==> config.mk <==
export PLATFORM = sky130hd
export DESIGN_NAME = marker_tracker_top
export DESIGN_NICKNAME = d
export VERILOG_FILES = /design/src/source/tracker_pkg.sv /design/src/source/pixel_classifier.sv /design/src/source/serial_divider.sv /design/src/source/centroid_tracker.sv /design/src/source/target_combiner.sv /design/src/source/marker_tracker_top.sv
export SDC_FILE = /design/constraint.sdc
export NUM_CORES = 1
export LEC_CHECK = 0
export BUFFER_PORTS_ARGS = -buffer_cell sky130_fd_sc_hd__buf_4
export CORE_MARGIN = 2
export CORE_UTILIZATION = 60
export DETAILED_ROUTE_END_ITERATION = 10
export PLACE_DENSITY = 0.77
export SYNTH_ARGS = -nofsm -noshare
export SYNTH_HDL_FRONTEND = slang
export SYNTH_SLANG_ARGS = --single-unit
==> constraint.sdc <==
create_clock -name clk_65mhz -period 7.5 [get_ports clk_65mhz]
set_input_delay 1.875 -clock clk_65mhz [delete_from_list [all_inputs] [get_ports clk_65mhz]]
set_output_delay 1.875 -clock clk_65mhz [all_outputs]
set_load 0.01 [all_outputs]
==> src/source/tracker_pkg.sv <==
`default_nettype none

package tracker_pkg;

  //////////////////////////////////////////////////////////////////////
  // pixel stream types
  //////////////////////////////////////////////////////////////////////

  // screen position, 1024 by 768 max
  typedef logic [10:0] hcount_t;
  typedef logic [9:0]  vcount_t;

  // rgb565: red [15:11], green [10:5], blue [4:0]
  typedef logic [15:0] pixel_t;

  //////////////////////////////////////////////////////////////////////
  // accumulation types
  //////////////////////////////////////////////////////////////////////

  // hit pixels per frame, covers a full 1024x768 frame
  typedef logic [19:0] count_t;

  // coordinate sum over a frame
  localparam int sum_w = 32;
  typedef logic [sum_w-1:0] sum_t;

  //////////////////////////////////////////////////////////////////////
  // state machines
  //////////////////////////////////////////////////////////////////////

  // serial divider
  typedef enum logic [1:0] {idle, shift, finish} div_state_t;

  // report combiner, holds the first color until the second arrives
  typedef enum logic [1:0] {wait_both, wait_red, wait_blue, report} combine_state_t;

endpackage

`default_nettype wire

==> src/source/pixel_classifier.sv <==
`timescale 1ns/100ps
`default_nettype none

module pixel_classifier #(
  parameter int unsigned red_min   = 20,
  parameter int unsigned blue_min  = 20,
  parameter int unsigned green_max = 12
) (
  input  wire logic               clk_65mhz,
  input  wire logic               sys_rst,
  input  wire logic               pixel_valid,
  input  wire tracker_pkg::pixel_t  pixel,
  input  wire tracker_pkg::hcount_t hcount,
  input  wire tracker_pkg::vcount_t vcount,
  output logic                    hit_valid,
  output logic                    red_hit,
  output logic                    blue_hit,
  output tracker_pkg::hcount_t    hit_x,
  output tracker_pkg::vcount_t    hit_y,
  output logic                    frame_boundary
);

  // channel fields of the rgb565 word
  logic [4:0] red_ch;
  logic [4:0] green_top;
  logic [4:0] blue_ch;
  logic       green_low;

  assign red_ch    = pixel[15:11];
  assign green_top = pixel[10:6];   // top five of six green bits
  assign blue_ch   = pixel[4:0];
  // markers are saturated colors, so green must stay dim
  assign green_low = (green_top < green_max);

  // control, cleared on reset
  always_ff @(posedge clk_65mhz) begin
    if (sys_rst) begin
      hit_valid      <= 1'b0;
      frame_boundary <= 1'b0;
    end else begin
      hit_valid      <= pixel_valid;
      // new frame starts at the origin pixel
      frame_boundary <= pixel_valid && (hcount == '0) && (vcount == '0);
    end
  end

  // per-pixel results and coordinates, qualified by hit_valid
  always_ff @(posedge clk_65mhz) begin
    red_hit  <= (red_ch >= red_min) && green_low;
    blue_hit <= (blue_ch >= blue_min) && green_low;
    hit_x    <= hcount;
    hit_y    <= vcount;
  end

endmodule

`default_nettype wire

==> src/source/serial_divider.sv <==
`timescale 1ns/100ps
`default_nettype none

module serial_divider (
  input  wire logic                clk_65mhz,
  input  wire logic                sys_rst,
  input  wire logic                start,
  input  wire tracker_pkg::sum_t   dividend,
  input  wire tracker_pkg::count_t divisor,
  output tracker_pkg::sum_t        quotient,
  output logic                     done
);

  localparam int count_w = $bits(tracker_pkg::count_t);
  localparam int step_w  = $clog2(tracker_pkg::sum_w);

  tracker_pkg::div_state_t state;
  logic [step_w-1:0]       step;

  // working registers, dividend shifts out as quotient bits shift in
  tracker_pkg::sum_t       quot;
  tracker_pkg::count_t     div_q;
  logic [count_w-1:0]      rem;

  // remainder with next dividend bit, then trial subtract
  logic [count_w:0]        rem_shift;
  logic [count_w+1:0]      trial;
  logic                    fits;

  assign rem_shift = {rem, quot[tracker_pkg::sum_w-1]};
  assign trial     = {1'b0, rem_shift} - {2'b00, div_q};
  assign fits      = ~trial[count_w+1];   // no borrow

  //////////////////////////////////////////////////////////////////////
  // control
  //////////////////////////////////////////////////////////////////////

  always_ff @(posedge clk_65mhz) begin
    if (sys_rst) begin
      state <= tracker_pkg::idle;
      step  <= '0;
    end else begin
      case (state)
        tracker_pkg::idle: begin
          if (start) begin
            state <= tracker_pkg::shift;
            step  <= '0;
          end
        end
        tracker_pkg::shift: begin
          step <= step + 1'b1;
          // one quotient bit per cycle
          if (step == step_w'(tracker_pkg::sum_w - 1)) begin
            state <= tracker_pkg::finish;
          end
        end
        default: state <= tracker_pkg::idle;
      endcase
    end
  end

  //////////////////////////////////////////////////////////////////////
  // datapath
  //////////////////////////////////////////////////////////////////////

  always_ff @(posedge clk_65mhz) begin
    if ((state == tracker_pkg::idle) && start) begin
      // operands latched here, caller may move on
      quot  <= dividend;
      div_q <= divisor;
      rem   <= '0;
    end else if (state == tracker_pkg::shift) begin
      quot <= {quot[tracker_pkg::sum_w-2:0], fits};
      // restore on borrow, keep the shifted remainder
      rem  <= fits ? trial[count_w-1:0] : rem_shift[count_w-1:0];
    end
  end

  // floor quotient held in finish state
  assign quotient = quot;
  assign done     = (state == tracker_pkg::finish);

endmodule

`default_nettype wire

==> src/source/centroid_tracker.sv <==
`timescale 1ns/100ps
`default_nettype none

module centroid_tracker (
  input  wire logic                 clk_65mhz,
  input  wire logic                 sys_rst,
  input  wire logic                 hit_valid,
  input  wire logic                 hit,
  input  wire tracker_pkg::hcount_t hit_x,
  input  wire tracker_pkg::vcount_t hit_y,
  input  wire logic                 frame_boundary,
  output logic                      done,
  output logic                      found,
  output tracker_pkg::hcount_t      cx,
  output tracker_pkg::vcount_t      cy
);

  localparam int x_w = $bits(tracker_pkg::hcount_t);
  localparam int y_w = $bits(tracker_pkg::vcount_t);

  tracker_pkg::sum_t   sum_x;
  tracker_pkg::sum_t   sum_y;
  tracker_pkg::count_t count;

  logic                frame_end;
  logic                count_hit;
  logic                empty;
  logic                div_start;

  tracker_pkg::sum_t   x_quot;
  tracker_pkg::sum_t   y_quot;
  logic                x_done;
  logic                y_done;

  assign frame_end = hit_valid && frame_boundary;
  assign count_hit = hit_valid && hit;
  assign empty     = (count == '0);
  // nothing to divide on an empty frame
  assign div_start = frame_end && !empty;

  //////////////////////////////////////////////////////////////////////
  // accumulation
  //////////////////////////////////////////////////////////////////////

  always_ff @(posedge clk_65mhz) begin
    if (sys_rst) begin
      sum_x <= '0;
      sum_y <= '0;
      count <= '0;
    end else if (frame_end) begin
      // boundary pixel opens the new frame
      sum_x <= count_hit ? tracker_pkg::sum_t'(hit_x) : '0;
      sum_y <= count_hit ? tracker_pkg::sum_t'(hit_y) : '0;
      count <= count_hit ? tracker_pkg::count_t'(1) : '0;
    end else if (count_hit) begin
      sum_x <= sum_x + tracker_pkg::sum_t'(hit_x);
      sum_y <= sum_y + tracker_pkg::sum_t'(hit_y);
      count <= count + 1'b1;
    end
  end

  // dividers snapshot the finished frame's totals at start
  serial_divider x_div (
    .clk_65mhz (clk_65mhz),
    .sys_rst   (sys_rst),
    .start     (div_start),
    .dividend  (sum_x),
    .divisor   (count),
    .quotient  (x_quot),
    .done      (x_done)
  );

  serial_divider y_div (
    .clk_65mhz (clk_65mhz),
    .sys_rst   (sys_rst),
    .start     (div_start),
    .dividend  (sum_y),
    .divisor   (count),
    .quotient  (y_quot),
    .done      (y_done)
  );

  //////////////////////////////////////////////////////////////////////
  // report
  //////////////////////////////////////////////////////////////////////

  // empty frame reports right away, else when both quotients land
  always_ff @(posedge clk_65mhz) begin
    if (sys_rst) begin
      done <= 1'b0;
    end else begin
      done <= (frame_end && empty) || (x_done && y_done);
    end
  end

  always_ff @(posedge clk_65mhz) begin
    if (frame_end && empty) begin
      found <= 1'b0;
      cx    <= '0;
      cy    <= '0;
    end else if (x_done && y_done) begin
      found <= 1'b1;
      // centroid never exceeds the largest coordinate
      cx    <= x_quot[x_w-1:0];
      cy    <= y_quot[y_w-1:0];
    end
  end

endmodule

`default_nettype wire

==> src/source/target_combiner.sv <==
`timescale 1ns/100ps
`default_nettype none

module target_combiner (
  input  wire logic                 clk_65mhz,
  input  wire logic                 sys_rst,
  input  wire logic                 red_done,
  input  wire logic                 red_found,
  input  wire tracker_pkg::hcount_t red_cx,
  input  wire tracker_pkg::vcount_t red_cy,
  input  wire logic                 blue_done,
  input  wire logic                 blue_found,
  input  wire tracker_pkg::hcount_t blue_cx,
  input  wire tracker_pkg::vcount_t blue_cy,
  output logic                      target_valid,
  output logic                      target_found,
  output tracker_pkg::hcount_t      target_x,
  output tracker_pkg::vcount_t      target_y,
  output logic                      red_found_q,
  output tracker_pkg::hcount_t      red_x,
  output tracker_pkg::vcount_t      red_y,
  output logic                      blue_found_q,
  output tracker_pkg::hcount_t      blue_x,
  output tracker_pkg::vcount_t      blue_y
);

  localparam int x_w = $bits(tracker_pkg::hcount_t);
  localparam int y_w = $bits(tracker_pkg::vcount_t);

  tracker_pkg::combine_state_t state;
  logic                        complete;

  // one extra bit so the halving floors cleanly
  logic [x_w:0]                sum_x;
  logic [y_w:0]                sum_y;

  // each tracker holds its report until its next done
  assign sum_x = {1'b0, red_cx} + {1'b0, blue_cx};
  assign sum_y = {1'b0, red_cy} + {1'b0, blue_cy};

  // second report of the frame just came in
  assign complete = ((state == tracker_pkg::wait_both) && red_done && blue_done) ||
                    ((state == tracker_pkg::wait_red) && red_done) ||
                    ((state == tracker_pkg::wait_blue) && blue_done);

  //////////////////////////////////////////////////////////////////////
  // fsm
  //////////////////////////////////////////////////////////////////////

  always_ff @(posedge clk_65mhz) begin
    if (sys_rst) begin
      state <= tracker_pkg::wait_both;
    end else if (complete) begin
      state <= tracker_pkg::report;
    end else begin
      case (state)
        tracker_pkg::wait_both: begin
          if (red_done) begin
            state <= tracker_pkg::wait_blue;
          end else if (blue_done) begin
            state <= tracker_pkg::wait_red;
          end
        end
        tracker_pkg::report: state <= tracker_pkg::wait_both;
        default: state <= state;
      endcase
    end
  end

  //////////////////////////////////////////////////////////////////////
  // outputs all change together with target_valid
  //////////////////////////////////////////////////////////////////////

  always_ff @(posedge clk_65mhz) begin
    if (complete) begin
      red_found_q  <= red_found;
      red_x        <= red_cx;
      red_y        <= red_cy;
      blue_found_q <= blue_found;
      blue_x       <= blue_cx;
      blue_y       <= blue_cy;
      // midpoint only when both markers are seen
      target_found <= red_found && blue_found;
      target_x     <= (red_found && blue_found) ? sum_x[x_w:1] : '0;
      target_y     <= (red_found && blue_found) ? sum_y[y_w:1] : '0;
    end
  end

  assign target_valid = (state == tracker_pkg::report);

endmodule

`default_nettype wire

==> src/source/marker_tracker_top.sv <==
`timescale 1ns/100ps
`default_nettype none

module marker_tracker_top #(
  parameter int unsigned red_min   = 20,
  parameter int unsigned blue_min  = 20,
  parameter int unsigned green_max = 12
) (
  input  wire logic                 clk_65mhz,
  input  wire logic                 sys_rst,
  input  wire logic                 pixel_valid,
  input  wire tracker_pkg::pixel_t  pixel,
  input  wire tracker_pkg::hcount_t hcount,
  input  wire tracker_pkg::vcount_t vcount,
  output logic                      target_valid,
  output logic                      target_found,
  output tracker_pkg::hcount_t      target_x,
  output tracker_pkg::vcount_t      target_y,
  output logic                      red_found,
  output tracker_pkg::hcount_t      red_x,
  output tracker_pkg::vcount_t      red_y,
  output logic                      blue_found,
  output tracker_pkg::hcount_t      blue_x,
  output tracker_pkg::vcount_t      blue_y
);

  // classifier outputs, one cycle behind the pixel
  logic                 hit_valid;
  logic                 red_hit;
  logic                 blue_hit;
  tracker_pkg::hcount_t hit_x;
  tracker_pkg::vcount_t hit_y;
  logic                 frame_boundary;

  // per-color reports
  logic                 red_done;
  logic                 red_trk_found;
  tracker_pkg::hcount_t red_cx;
  tracker_pkg::vcount_t red_cy;
  logic                 blue_done;
  logic                 blue_trk_found;
  tracker_pkg::hcount_t blue_cx;
  tracker_pkg::vcount_t blue_cy;

  //////////////////////////////////////////////////////////////////////
  // classify
  //////////////////////////////////////////////////////////////////////

  pixel_classifier #(
    .red_min   (red_min),
    .blue_min  (blue_min),
    .green_max (green_max)
  ) classifier (
    .clk_65mhz      (clk_65mhz),
    .sys_rst        (sys_rst),
    .pixel_valid    (pixel_valid),
    .pixel          (pixel),
    .hcount         (hcount),
    .vcount         (vcount),
    .hit_valid      (hit_valid),
    .red_hit        (red_hit),
    .blue_hit       (blue_hit),
    .hit_x          (hit_x),
    .hit_y          (hit_y),
    .frame_boundary (frame_boundary)
  );

  //////////////////////////////////////////////////////////////////////
  // track, one per color
  //////////////////////////////////////////////////////////////////////

  centroid_tracker red_tracker (
    .clk_65mhz      (clk_65mhz),
    .sys_rst        (sys_rst),
    .hit_valid      (hit_valid),
    .hit            (red_hit),
    .hit_x          (hit_x),
    .hit_y          (hit_y),
    .frame_boundary (frame_boundary),
    .done           (red_done),
    .found          (red_trk_found),
    .cx             (red_cx),
    .cy             (red_cy)
  );

  centroid_tracker blue_tracker (
    .clk_65mhz      (clk_65mhz),
    .sys_rst        (sys_rst),
    .hit_valid      (hit_valid),
    .hit            (blue_hit),
    .hit_x          (hit_x),
    .hit_y          (hit_y),
    .frame_boundary (frame_boundary),
    .done           (blue_done),
    .found          (blue_trk_found),
    .cx             (blue_cx),
    .cy             (blue_cy)
  );

  // midpoint of the two markers
  target_combiner combiner (
    .clk_65mhz    (clk_65mhz),
    .sys_rst      (sys_rst),
    .red_done     (red_done),
    .red_found    (red_trk_found),
    .red_cx       (red_cx),
    .red_cy       (red_cy),
    .blue_done    (blue_done),
    .blue_found   (blue_trk_found),
    .blue_cx      (blue_cx),
    .blue_cy      (blue_cy),
    .target_valid (target_valid),
    .target_found (target_found),
    .target_x     (target_x),
    .target_y     (target_y),
    .red_found_q  (red_found),
    .red_x        (red_x),
    .red_y        (red_y),
    .blue_found_q (blue_found),
    .blue_x       (blue_x),
    .blue_y       (blue_y)
  );

endmodule

`default_nettype wire

-- Word-level counts from Yosys, hierarchy flattened
Cells that the tools add are included.
Widths: inputs -> output; s select.
- add/sub/neg operators: 16
- multipliers: 0
- div/mod/pow operators: 0
- magnitude comparators: 3
- equality and inequality tests: 24
- shift-type cells: 0
- multiplexer cells: 50
- bitwise gates (word level): 4
- reductions and logical operators: 57
- operators with widths (cell ; number):
    $mux 32 ; 16
    $mux 20 ; 8
    $sub 21x20->22 ; 4
    $add 32x10->32 ; 2
    $add 32x11->32 ; 2
    $add 20x1->20 const B ; 2
    $logic_not 20->1 ; 2
    $pmux 5 s2 ; 4
    $logic_and 1x1->1 ; 22
    $mux 11 ; 2
    $add 5x1->5 const B ; 4
    $eq 5x5->1 const B ; 4
    $mux 10 ; 2
    $pmux 2 s2 ; 5
    $reduce_bool 2->1 ; 10
    $mux 2 ; 9
    $reduce_and 2->1 ; 9
    $add 11x11->12 ; 1
    $eq 2x2->1 const B ; 6
    $ne 2x2->1 const B ; 6
    $add 10x10->11 ; 1
    $logic_not 11->1 ; 1
    $eq 2x1->1 const B ; 5
    $ge 5x5->1 const B ; 2
    11 further kinds ; 25
- register bits: 623
- bits in latches: 0
- RAM bits: 0
- bits in read-only memories: 0
- input bits: 40
- output and inout bits: 67
- word-level logic and storage cells: 204
- memories: 0

-- Logic depth before layout (Yosys ltp)
- depth after elaboration: 7
- gate-level depth with buffers: 13
- mapped depth without buffers: 11

-- Modules after synthesis
Synthesis repeated with hierarchy kept, for this count alone.
- cell total of the unflattened synthesis: 3417
- area total of the unflattened synthesis: 31515.2 um^2
- modules (own cells, without submodules) (module ; times used ; cells an instance ; area each (um^2) ; sequential area each (um^2)):
    serial_divider ; 4 ; 435 ; 4139.0 ; 2102.0
    centroid_tracker (red_tracker) ; 1 ; 730 ; 5754.3 ; 2142.1
    centroid_tracker (blue_tracker) ; 1 ; 686 ; 5517.8 ; 2142.1
    target_combiner ; 1 ; 221 ; 3088.0 ; 2021.9
    pixel_classifier ; 1 ; 40 ; 599.3 ; 500.5

-- Worst setup path after synthesis
OpenSTA, ideal clock, no wires.
- path type: reg-to-reg
- start point: reg combiner.state[0]
- end point: reg combiner.blue_found_q (enable)
- setup time: 490 ps
- data arrival time: 3306 ps
- required time: 7010 ps
- path slack: 3704 ps
- stages on the path, launching flop included: 3
- path buffers: 0
- clock period less this slack: 3796 ps
- cell sequence: dfxtp_1 -> and2_1 -> nor2_1
- word-level cells in the longest chain between the ends: 5
- elaborated cells on any way between the ends: 9
- those cells by class: 2 x eq/ne; 7 x reduce/logical
- RTL lines (what ; line ; text):
    start, declared ; target_combiner.sv:30 ; tracker_pkg::combine_state_t state;
    start signal, assigned ; target_combiner.sv:52 ; state <= tracker_pkg::wait_both;
    start signal, assigned ; target_combiner.sv:54 ; state <= tracker_pkg::report;
    start signal, assigned ; target_combiner.sv:59 ; state <= tracker_pkg::wait_blue;
    $logic_not 2->1 ; target_combiner.sv:42 ; assign complete = ((state == tracker_pkg::wait_both) && red_done && blue_done) ||
    $logic_and 1x1->1 (2 in a row) ; target_combiner.sv:42 ;
    $logic_or 1x1->1 ; target_combiner.sv:42 ;
    $logic_or 1x1->1 (*) ; target_combiner.sv:43 ; ((state == tracker_pkg::wait_red) && red_done) ||
    named net combiner.complete ; target_combiner.sv:31 ; logic complete;
    end signal, assigned ; target_combiner.sv:79 ; blue_found_q <= blue_found;
    end, declared ; target_combiner.sv:22 ; output logic blue_found_q,
Mark *: on every way through the listed nets, which the timed path passes. The rest lies on a longest branch.
A chain may end at the register's enable or synchronous reset.

-- Final worst setup path
- start point: reg blue_tracker.count[0]
- end point: reg blue_tracker.y_div.quot[8], in the netlist blue_tracker.y_div.quotient[8] (enable)
- word-level cells in the longest chain between the ends: 5
- RTL lines (what ; line ; text):
    start, declared ; centroid_tracker.sv:23 ; tracker_pkg::count_t count;
    start signal, assigned ; centroid_tracker.sv:54 ; count <= count_hit ? tracker_pkg::count_t'(1) : '0;
    start signal, assigned ; centroid_tracker.sv:58 ; count <= count + 1'b1;
    $logic_not 20->1 ; centroid_tracker.sv:37 ; assign empty = (count == '0);
    $logic_not 1->1 ; centroid_tracker.sv:39 ; assign div_start = frame_end && !empty;
    $logic_and 1x1->1 ; centroid_tracker.sv:39 ;
    $logic_and 1x1->1 ; serial_divider.sv:67 ; if ((state == tracker_pkg::idle) && start) begin
    $reduce_bool 2->1 (no line) ; - ;
    end signal, assigned ; serial_divider.sv:69 ; quot <= dividend;
    end signal, assigned ; serial_divider.sv:73 ; quot <= {quot[tracker_pkg::sum_w-2:0], fits};
    end, declared ; serial_divider.sv:21 ; tracker_pkg::sum_t quot;
Every way passes these cells.

==> impl_metrics.env <==
export IMPL_portBuffers=99
export IMPL_hold_viol_final=0
export IMPL_wl_per_cell_um=17.8
export IMPL_clk_latency_ns=0.61
export IMPL_cp_top_family="simple AND/OR/NAND/NOR gates"
export IMPL_dieArea_mm2=0.0527
export IMPL_drt_iter0_drc=1867
export IMPL_row_count=82
export IMPL_setup_worst_path_start_class="flip-flop"
export IMPL_pin_count=107
export IMPL_cts_root_buf="clkbuf_16"
export IMPL_grtUsageTotal_pct=27.0
export IMPL_overflow=0
export IMPL_crit_chain="inv_1 -> ha_1 -> nor4b_1 -> nand4_1 -> or4_1 -> nand2_1 -> or3_1 -> buf_4 -> inv_2 -> nor2_4 -> inv_1 -> buf_4"
export IMPL_cp_data_required_time_ns=7.81
export IMPL_first_global_vias=23600
export IMPL_final_setup_tns_ns=0
export IMPL_dr_pass1_iters=6
export IMPL_p_leak_nw=13.8
export IMPL_slew_limit_headroom_pct=11.4
export IMPL_syn_to_final_growth_pct=11.5
export IMPL_numCtsBuffers=67
export IMPL_powerDensity_mw_per_mm2=224
export IMPL_grt_max_degree=86
export IMPL_drt_total_wl_um=71900
export IMPL_die_x_um=230
export IMPL_via_per_inst=5.97
export IMPL_vias=24100
export IMPL_finClkSkew_ns=0.0176
export IMPL_ctsHoldBuffers=0
export IMPL_crit_fanout=53
export IMPL_worst_pin_slew_ns=1.32
export IMPL_maxCapViolations=0
export IMPL_synth_cell_area_mm2=0.0305
export IMPL_nets=3517
export IMPL_status="completed"
export IMPL_yosys_warnings=0
export IMPL_synthArstFlopShare_pct=0
export IMPL_synth_nets=3457
export IMPL_hp_class="flip-flop to flip-flop"
export IMPL_dp_final_hpwl_um=48600
export IMPL_crit_buf_inv=5
export IMPL_cp_slowest_stage_delay_ns=0.57
export IMPL_die_y_um=230
export IMPL_crit_type="flip-flop to flip-flop"
export IMPL_core_area_mm2=0.0502
export IMPL_ctsResizeCount=0
export IMPL_fin_ws_ns=3.41
export IMPL_rsz0062_at_grt="no"
export IMPL_dp_worst_setup_slack_ns=3.01
export IMPL_synth_avg_cell_area_um2=9.39
export IMPL_p_total_mw=7.63
export IMPL_period_needed_ns=4.09
export IMPL_grt_pass1_wl_um=117000
export IMPL_grt_antenna_before_repair=1
export IMPL_clkTransAtPathRegs_ns=0.06
export IMPL_cpMaxStageDelayCell="nor2_4"
export IMPL_htreeDepth=3
export IMPL_gp_congestion=0.882
export IMPL_clk_path_buf_depth=3
export IMPL_cts_tree="built"
export IMPL_ys_ff_latch=623
export IMPL_drive_above_1_share_pct=8.22
export IMPL_synth_ff_type="dfxtp_1"
export IMPL_synth_edf_count=274
export IMPL_setup_viol=0
export IMPL_fmax_ghz=0.245
export IMPL_clock_sinks=623
export IMPL_ir_drop_v=0.000211
export IMPL_cp_end_kind="flip-flop"
export IMPL_synthCells=3254
export IMPL_start_util_pct=60.9
export IMPL_drc=0
export IMPL_ant_nets=0
export IMPL_arrival_ns=4.40
export IMPL_cts_setup_buffers=0
export IMPL_seq_area_frac_synth_pct=49.8
export IMPL_maxSlewViolCount=0
export IMPL_synth_cell_types=89
export IMPL_period_share_pct=54.5
[final timing paths]
check                           slack [ns]                             end                   from  depth (start not counted)
worst max-delay path                  3.41  blue_tracker.y_div.quotient[8]  blue_tracker.count[0]                         12
worst min-delay path                  0.47              combiner.blue_y[3]     blue_tracker.cy[3]                          0
worst max register to register        3.41  blue_tracker.y_div.quotient[8]  blue_tracker.count[0]                         12
worst min register to register        0.47              combiner.blue_y[3]     blue_tracker.cy[3]                          0
[cell type report]
type	count	area, µm²
fill	3751	16100
tap	672	841
sequential	623	15200
inverter	144	541
timing repair buffer	130	976
antenna	1	2.50
clock buffer	94	1920
multi-input combinational	2348	14200
clock inverter	30	334
[where the power goes]
| part | switching (mW) | internal [mW] | total (mW) |
|---|---|---|---|
| clock network | 1.38 | 1.98 | 3.37 |
| registers | 0.0760 | 3.59 | 3.67 |
| logic | 0.335 | 0.253 | 0.588 |
[per-layer routing]
metal	vias to the layer above	routed length [µm]	track usage, %
li1	11700	-	-
met1	11700	30600	34.0
met2	645	34700	45.8
met3	170	4040	5.20
met4	2	2450	10.7
met5	-	12	0
[through the flow]
stage                     utilization [%]  area [µm²]  hold WS [ns]  cells
final                                67.9       34100         0.473   4042
after global routing                 67.9       34100         0.474   4041
after CTS                            67.9       34100         0.466   4041
after detailed placement             63.4       31800         0.454   3917
after global placement               63.4       31800         0.451   3917
after floorplan                         -       30500         0.434   3254
[placed cells by master (no fill, tap or decap), types with 88 or more instances in the layout]
cell	instances
nand2_1	610
dfxtp_1	349
edfxtp_1	274
nor2_1	268
a21oi_1	217
ha_1	153
inv_1	142
o21ai_0	140
buf_4	130
nand3_1	114
xnor2_1	98
xor2_1	88
[state kept, by name, summed over array words and instances, names as in the netlist, 32 cells and up]
name and count:
red_tracker.sum_x 32, blue_tracker.sum_y 32, blue_tracker.sum_x 32, blue_tracker.x_div.quotient 32, red_tracker.y_div.quotient 32, blue_tracker.y_div.quotient 32
red_tracker.sum_y 32, red_tracker.x_div.quotient 32
[worst register-to-register path: cells and delay by family, from the launching register on]
family        cells  cell delay (ns)
fa+ha+maj         1             0.17
buf+inv           5             1.41
flops             1             0.37
simple gates      6             1.82
[cell families (layout without fill, tap and decap cells)]
family / Yosys count / in the layout / synth area share, %
XOR/XNOR: 186 / 186 / 5.33
adder cells (fa/ha/maj): 163 / 163 / 6.92
multiplexers: 36 / 36 / 1.19
buffers and inverters: 283 / 398 / 3.65
AO/OA/AOI/OAI: 668 / 668 / 14.2
AND/OR/NAND/NOR: 1295 / 1295 / 18.9
other: 0 / 1 / 0
flip-flops: 623 / 623 / 49.8
[Yosys cell counts, types with 6 or more instances]
cell type / instances / area share [%]
a31o_2: 7 / 0.20
a22o_1: 10 / 0.29
nand4_1: 32 / 0.66
a31oi_1: 11 / 0.23
o211ai_1: 25 / 0.61
nor2_1: 270 / 3.3
nand2_1: 610 / 7.5
o311ai_0: 12 / 0.34
nor3b_1: 7 / 0.17
ha_1: 153 / 6.3
o31a_1: 9 / 0.26
xor2_1: 88 / 2.5
a21o_1: 30 / 0.74
a32oi_1: 19 / 0.54
xnor2_1: 98 / 2.8
nor3_1: 51 / 0.84
mux2i_1: 34 / 1.1
edfxtp_1: 274 / 27
o21a_1: 20 / 0.49
o21ai_0: 140 / 2.3
a2111oi_0: 7 / 0.20
or3_1: 46 / 0.94
o21ai_1: 12 / 0.20
clkbuf_1: 108 / 1.3
and2_1: 19 / 0.39
buf_2: 18 / 0.29
or4_1: 7 / 0.17
nand3b_1: 6 / 0.15
o21bai_1: 19 / 0.47
and3_1: 40 / 0.82
a22oi_1: 21 / 0.52
inv_1: 142 / 1.7
or2_2: 6 / 0.12
buf_1: 7 / 0.086
a211oi_1: 24 / 0.59
dfxtp_1: 349 / 23
nand2b_1: 27 / 0.55
fa_1: 10 / 0.66
a21oi_1: 217 / 3.6
nand3_1: 114 / 1.9
and4_1: 6 / 0.17
o31ai_1: 24 / 0.59
nor4_1: 24 / 0.49
nor2b_1: 17 / 0.35
Power figures use the tool's default switching activity.
